**src/hw/memPkg.sv**
```systemverilog
// Address, data and bus types shared by the caches, the arbiter and the memory subsystem top level
package memPkg;

  // Byte address, physical
  typedef logic [31:0] addrT;

  // Data or instruction word
  typedef logic [31:0] wordT;

  // One enable per byte lane
  typedef logic [3:0] maskT;

  // Driven by a bus master and held until the last ready of the transfer
  typedef struct packed {
    logic req;
    logic write;
    addrT addr;
    wordT wdata;
    maskT mask;
    // Multi-beat read of an aligned line
    logic lineFill;
  } busReqT;

  // ready pulses once per completed beat
  typedef struct packed {
    logic ready;
    wordT rdata;
  } busRspT;

endpackage

```
**src/hw/busArbiter.sv**
```systemverilog
// Shares the memory bus between the two caches, data first, and returns ready to the owner only
`timescale 1ns/1ps

module busArbiter (
  input  logic           clk,
  input  logic           rstN,
  input  memPkg::busReqT iReq,
  input  memPkg::busReqT dReq,
  input  memPkg::busRspT memRsp,
  output memPkg::busReqT memReq,
  output memPkg::busRspT iRsp,
  output memPkg::busRspT dRsp
);

  typedef enum logic [1:0] {grantNone, grantI, grantD} grantT;

  grantT grant;

  // Grant locks for the whole transfer, data wins from idle
  always_ff @(posedge clk or negedge rstN)
  begin
    if (!rstN)
      grant <= grantNone;
    else
    begin
      case (grant)
        grantNone:
          if (dReq.req)
            grant <= grantD;
          else if (iReq.req)
            grant <= grantI;
        grantI:
          if (!iReq.req)
            grant <= grantNone;
        grantD:
          if (!dReq.req)
            grant <= grantNone;
        default:
          grant <= grantNone;
      endcase
    end
  end

  always_comb
  begin
    case (grant)
      grantI:  memReq = iReq;
      grantD:  memReq = dReq;
      default: memReq = '0;
    endcase
  end

  // rdata goes to both, ready only to the owner
  assign iRsp.rdata = memRsp.rdata;
  assign dRsp.rdata = memRsp.rdata;
  assign iRsp.ready = memRsp.ready && (grant == grantI);
  assign dRsp.ready = memRsp.ready && (grant == grantD);

  assert property (@(posedge clk) disable iff (!rstN)
    !(iRsp.ready && dRsp.ready) && (!iRsp.ready || iReq.req) && (!dRsp.ready || dReq.req));

endmodule

```
**config.mk**
```make
export PLATFORM = sky130hd
export DESIGN_NAME = busArbiter
export DESIGN_NICKNAME = d
export VERILOG_FILES = /design/src/hw/memPkg.sv /design/src/hw/busArbiter.sv
export SDC_FILE = /design/constraint.sdc
export NUM_CORES = 1
export LEC_CHECK = 0
export BUFFER_PORTS_ARGS = -buffer_cell sky130_fd_sc_hd__buf_4
export CAP_MARGIN = 10
export CORE_AREA = 2 2 121 123
export DETAILED_ROUTE_END_ITERATION = 10
export DIE_AREA = 0 0 123 125
export GPL_TIMING_DRIVEN = 0
export PLACE_DENSITY = 0.48
export SLEW_MARGIN = 15
export SYNTH_ARGS = -nofsm -noshare
export SYNTH_HDL_FRONTEND = slang
export SYNTH_SLANG_ARGS = --single-unit
```
**constraint.sdc**
```tcl
create_clock -name clk -period 1.3 [get_ports clk]
set_clock_uncertainty 0.05 [all_clocks]
set_input_delay 0.065 -clock clk [delete_from_list [all_inputs] [get_ports clk]]
set_output_delay 0.065 -clock clk [all_outputs]
set_load 0.1 [all_outputs]
```
-- After elaboration in Yosys (flattened, before gate mapping)
Cells that the tools add are included.
- output and inout bits: 137
- input port bits: 177
- memory bits (read-only): 0
- register bits after elaboration: 2
- latch bits: 0
- RAM bits: 0
- memories: 0
- mux-type cells: 6
- add/subtract/negate cells: 0
- reductions and logical operators: 4
- bitwise gates (word level): 0
- multiply operators: 0
- equality and inequality tests: 5
- div/mod/pow operators: 0
- magnitude comparators: 0
- shifts and indexed selects: 0
- operator list (operator ; number):
    case mux 71 bit (2 select lines) ; 1
    2-to-1 mux 2 bit ; 4
    case mux 2 bit (3 select lines) ; 1
    != test 2 bit (second input constant) ; 2
    != test 3 bit (second input constant) ; 1
    AND reduction 3 bit ; 1
    equality test 2 x 1 -> 1 bit (second input constant) ; 1
    equality test 2 bit (second input constant) ; 1
    logical AND 1 bit ; 2
    logical NOT 2 bit ; 1

-- Depth between registers and ports, before layout
- word-level depth: 3
- mapped depth: 6
- depth with buffers taken out: 5

-- Least setup slack after synthesis
OpenSTA, ideal clock, no wires.
- path kind: reg-to-output
- start: reg grant[1]
- end: out memReq[0] (netlist name)
- arrival time: 2.370 ns
- stages on the path, launching flop included: 5
- path slack: -1.185 ns
- path buffers: 1
- required time: 1.185 ns
- cells stage by stage: dfrtp_1 inv_1 ha_1 clkbuf_1 nor2b_1
- RTL lines (item ; line ; RTL):
    start: declaration ; busArbiter.sv:17 ; grantT grant;
    start signal: assignment ; busArbiter.sv:23 ; grant <= grantNone;
    start signal: assignment ; busArbiter.sv:29 ; grant <= grantD;
    start signal: assignment ; busArbiter.sv:31 ; grant <= grantI;
    end: declaration ; busArbiter.sv:10 ; output memPkg::busReqT memReq,

==> flow_metrics.tcl <==
set metrics [dict create \
    status "complete, but fails checks" \
    failed_checks "negative setup slack" \
    crit_path_cell_trace "buf_6 -> ha_4 -> buf_12 -> buf_12 -> a22oi_2 -> nor2b_4 -> buf_12" \
    dpl.hpwl_um 8440 \
    yosys.area_share.simple 0.268 \
    timing.critical_path.mode_cell "buf_12" \
    cp_slowest_stage_delay_ns 0.41 \
    peakVddDrop_mv 0.845 \
    via_count 2944 \
    post-route-min-period_ns 1.81 \
    row_count 44 \
    dieArea_um2 15400 \
    fill_cells 1285 \
    power_frac_comb 0.967 \
    dp_cells 711 \
    synth_edf_count 0 \
    ys_seq_area_frac 0.0291 \
    grt_max_degree 11 \
    yosys_warnings 0 \
    slew_headroom 0.814 \
    grtUsageTotal 0.140 \
    gp_congestion 0.769 \
    p_leak_nw 2.86 \
    largest_register_ffs 2 \
    tns_ns -35.30 \
    die_x_um 123 \
    drt_iter0_markers 59 \
    setup_viol 75 \
    synth_nets 426 \
    synthArstFlopShare 1.00 \
    whs_ns 0.132 \
    cts_tree "done" \
    grt_antenna_before_repair 0 \
    synthAdderAreaFrac 0.0218 \
    critPathLaunchType "register" \
    synth_ff_type "dfrtp_1" \
    required_ns 1.19 \
    largestRegisters "grant x2" \
    final_cells 731 \
    synth_area_per_cell_um2 6.99 \
    finalHoldViolCount 0 \
    grt_first_pass_wirelength_um 17200 \
    regMostFlops "grant" \
    powerDensity_nw_per_um2 2770 \
    cp_top_family "buffers and inverters" \
    maxSlewViolCount 0 \
    synth_top_family_by_area "buffers and inverters" \
    slowest_stage "dfrtp_1" \
    n_antenna_cell 0 \
    finalWorstSetupSlack_ns -0.512 \
    hold_class "in2async" \
    synth_cell_types 14 \
    clockBufferDepth 2 \
    avgRoutedWirePerCell_um 15.7 \
    synth.area.mux_share 0 \
    ys_ff_latch 2 \
    start_util 0.121 \
    syn_inst 246 \
    synth-compound-area-share 0.328 \
    htreeDepth 1 \
    grt_pass1_vias 3359 \
    period_share 1.39 \
    cap_violations 0 \
    die_h_um 125 \
    synth_xor_xnor_area_share 0 \
    max_freq_mhz 552 \
    wirelength_um 11500 \
    seq_power_share 0.007 \
    p_int_w 0.00843 \
    cp_data_arrival_time_ns 1.70 \
    cts_sinks 2 \
    postRouteAntennaNets 0 \
    gr-total-overflow 0 \
    post-route-util 0.464 \
    worstMarginPinSlew_ns 0.281 \
    multiInputGateArea_um2 2000 \
    portBuffers 281 \
    rsz0062_at_grt "true" \
    insertion_delay_ns 0.22 \
    cp_max_fo 10 \
    syn_area_um2 1720 \
    drt_first_pass_iters 3 \
    synth_top_area_cell "a22oi_1" \
    area_growth_pct 283 \
    root_buffer "clkbuf_16" \
    synth_top_area_frac 0.305 \
    worstSetupPathType "reg2out" \
    yosys-top-cells-area "a22oi_1 (31%), buf_4 (28%), nor2b_1 (25%)" \
    vias_per_cell 4.03 \
    clk_pin_slew_worst_paths_ns 0.03 \
    drive_above_1_share 0.985 \
    synthTopCellsByCount "a22oi_1 (70), nor2b_1 (70), buf_4 (65)" \
    clockPowerShare 0.025 \
    drc_errors 0 \
    switchingPower_w 0.00985 \
    crit_buf_inv 4 \
    cts_buffers 3 \
    num_io_pins 314 \
    coreArea_um2 14200 \
    ff_latch_area_um2 51.3 \
    nNetsFinal 729 \
    swShare 0.539 \
    critPathCaptureType "primary output" \
]
metal layers:
metal / track usage / vias to the layer above / wire length (µm)
met3: 0.0356 / 0 / 1180
met4: 0.00602 / 0 / 0
met2: 0.294 / 167 / 6710
li1: - / 1408 / -
met5: 0 / - / 0
met1: 0.138 / 1369 / 3600
cell usage in the layout (no fill, tap or decap), types with 2 or more instances in the layout:
| master | synthesis | layout |
|---|---|---|
| a22oi_2 | 0 | 70 |
| a32o_1 | 2 | 2 |
| and2_4 | 0 | 3 |
| buf_12 | 0 | 88 |
| buf_4 | 65 | 276 |
| buf_6 | 0 | 3 |
| buf_8 | 0 | 4 |
| clkbuf_16 | 0 | 10 |
| clkbuf_8 | 0 | 5 |
| ha_4 | 0 | 3 |
| inv_1 | 5 | 2 |
| inv_2 | 0 | 2 |
| nor2b_4 | 0 | 70 |
cells by family after synthesis:
group / Yosys count
buffers and inverters: 92
AOI/OAI and AO/OA: 75
and+or+nand+nor: 74
adders and majority gates: 3
DFF: 2
worst paths after layout:
kind / startpoint / to / slack [ns] / depth (start not counted)
max in group asynchronous: rstN / grant[1] / 0.97 / 2
setup reg to reg: grant[0] / grant[1] / -0.21 / 7
setup / recovery: grant[0] / memReq[1] / -0.51 / 7
hold / removal: rstN / grant[1] / 0.13 / 2
min in group clk: dReq[70] / grant[1] / 0.20 / 3
hold reg to reg: grant[0] / grant[0] / 0.53 / 1
per-stage QoR:
step	instance area, µm²	worst slack [ns]	total power (W)
6_report	6590	-0.512	0.0183
2_1_floorplan	2390	-0.319	0.0108
3_5_place_dp	4730	-0.406	0.0131
5_1_grt	6590	-0.545	0.0189
3_3_place_gp	4730	-0.378	0.0130
4_1_cts	6490	-0.503	0.0181
power groups by stage:
stage	Combinational [W]	Sequential (W)	Clock, W
detailed placement	0.0130	0.000123	0
floorplan	0.0107	0.000114	0
global route	0.0183	0.000137	0.000482
finish	0.0177	0.000133	0.000464
CTS	0.0175	0.000128	0.000474
global placement	0.0129	0.000123	0
cell type report:
class | instances | area share
timing repair buffer | 298 | 0.495
multi-input combinational | 152 | 0.304
buffer | 87 | 0.144
tap | 184 | 0.0349
clock buffer | 3 | 0.0114
sequential | 2 | 0.00778
inverter | 5 | 0.00361
repair_timing:
item,in CTS,in global routing
endpoints found under the hold margin,2,0
setup buffers,7,2
gates resized for setup,350,10
hold buffers,1,0
pin swaps,4,5
gates cloned,5,2
setup endpoints to repair,75,75
Power figures use the tool's default switching activity.
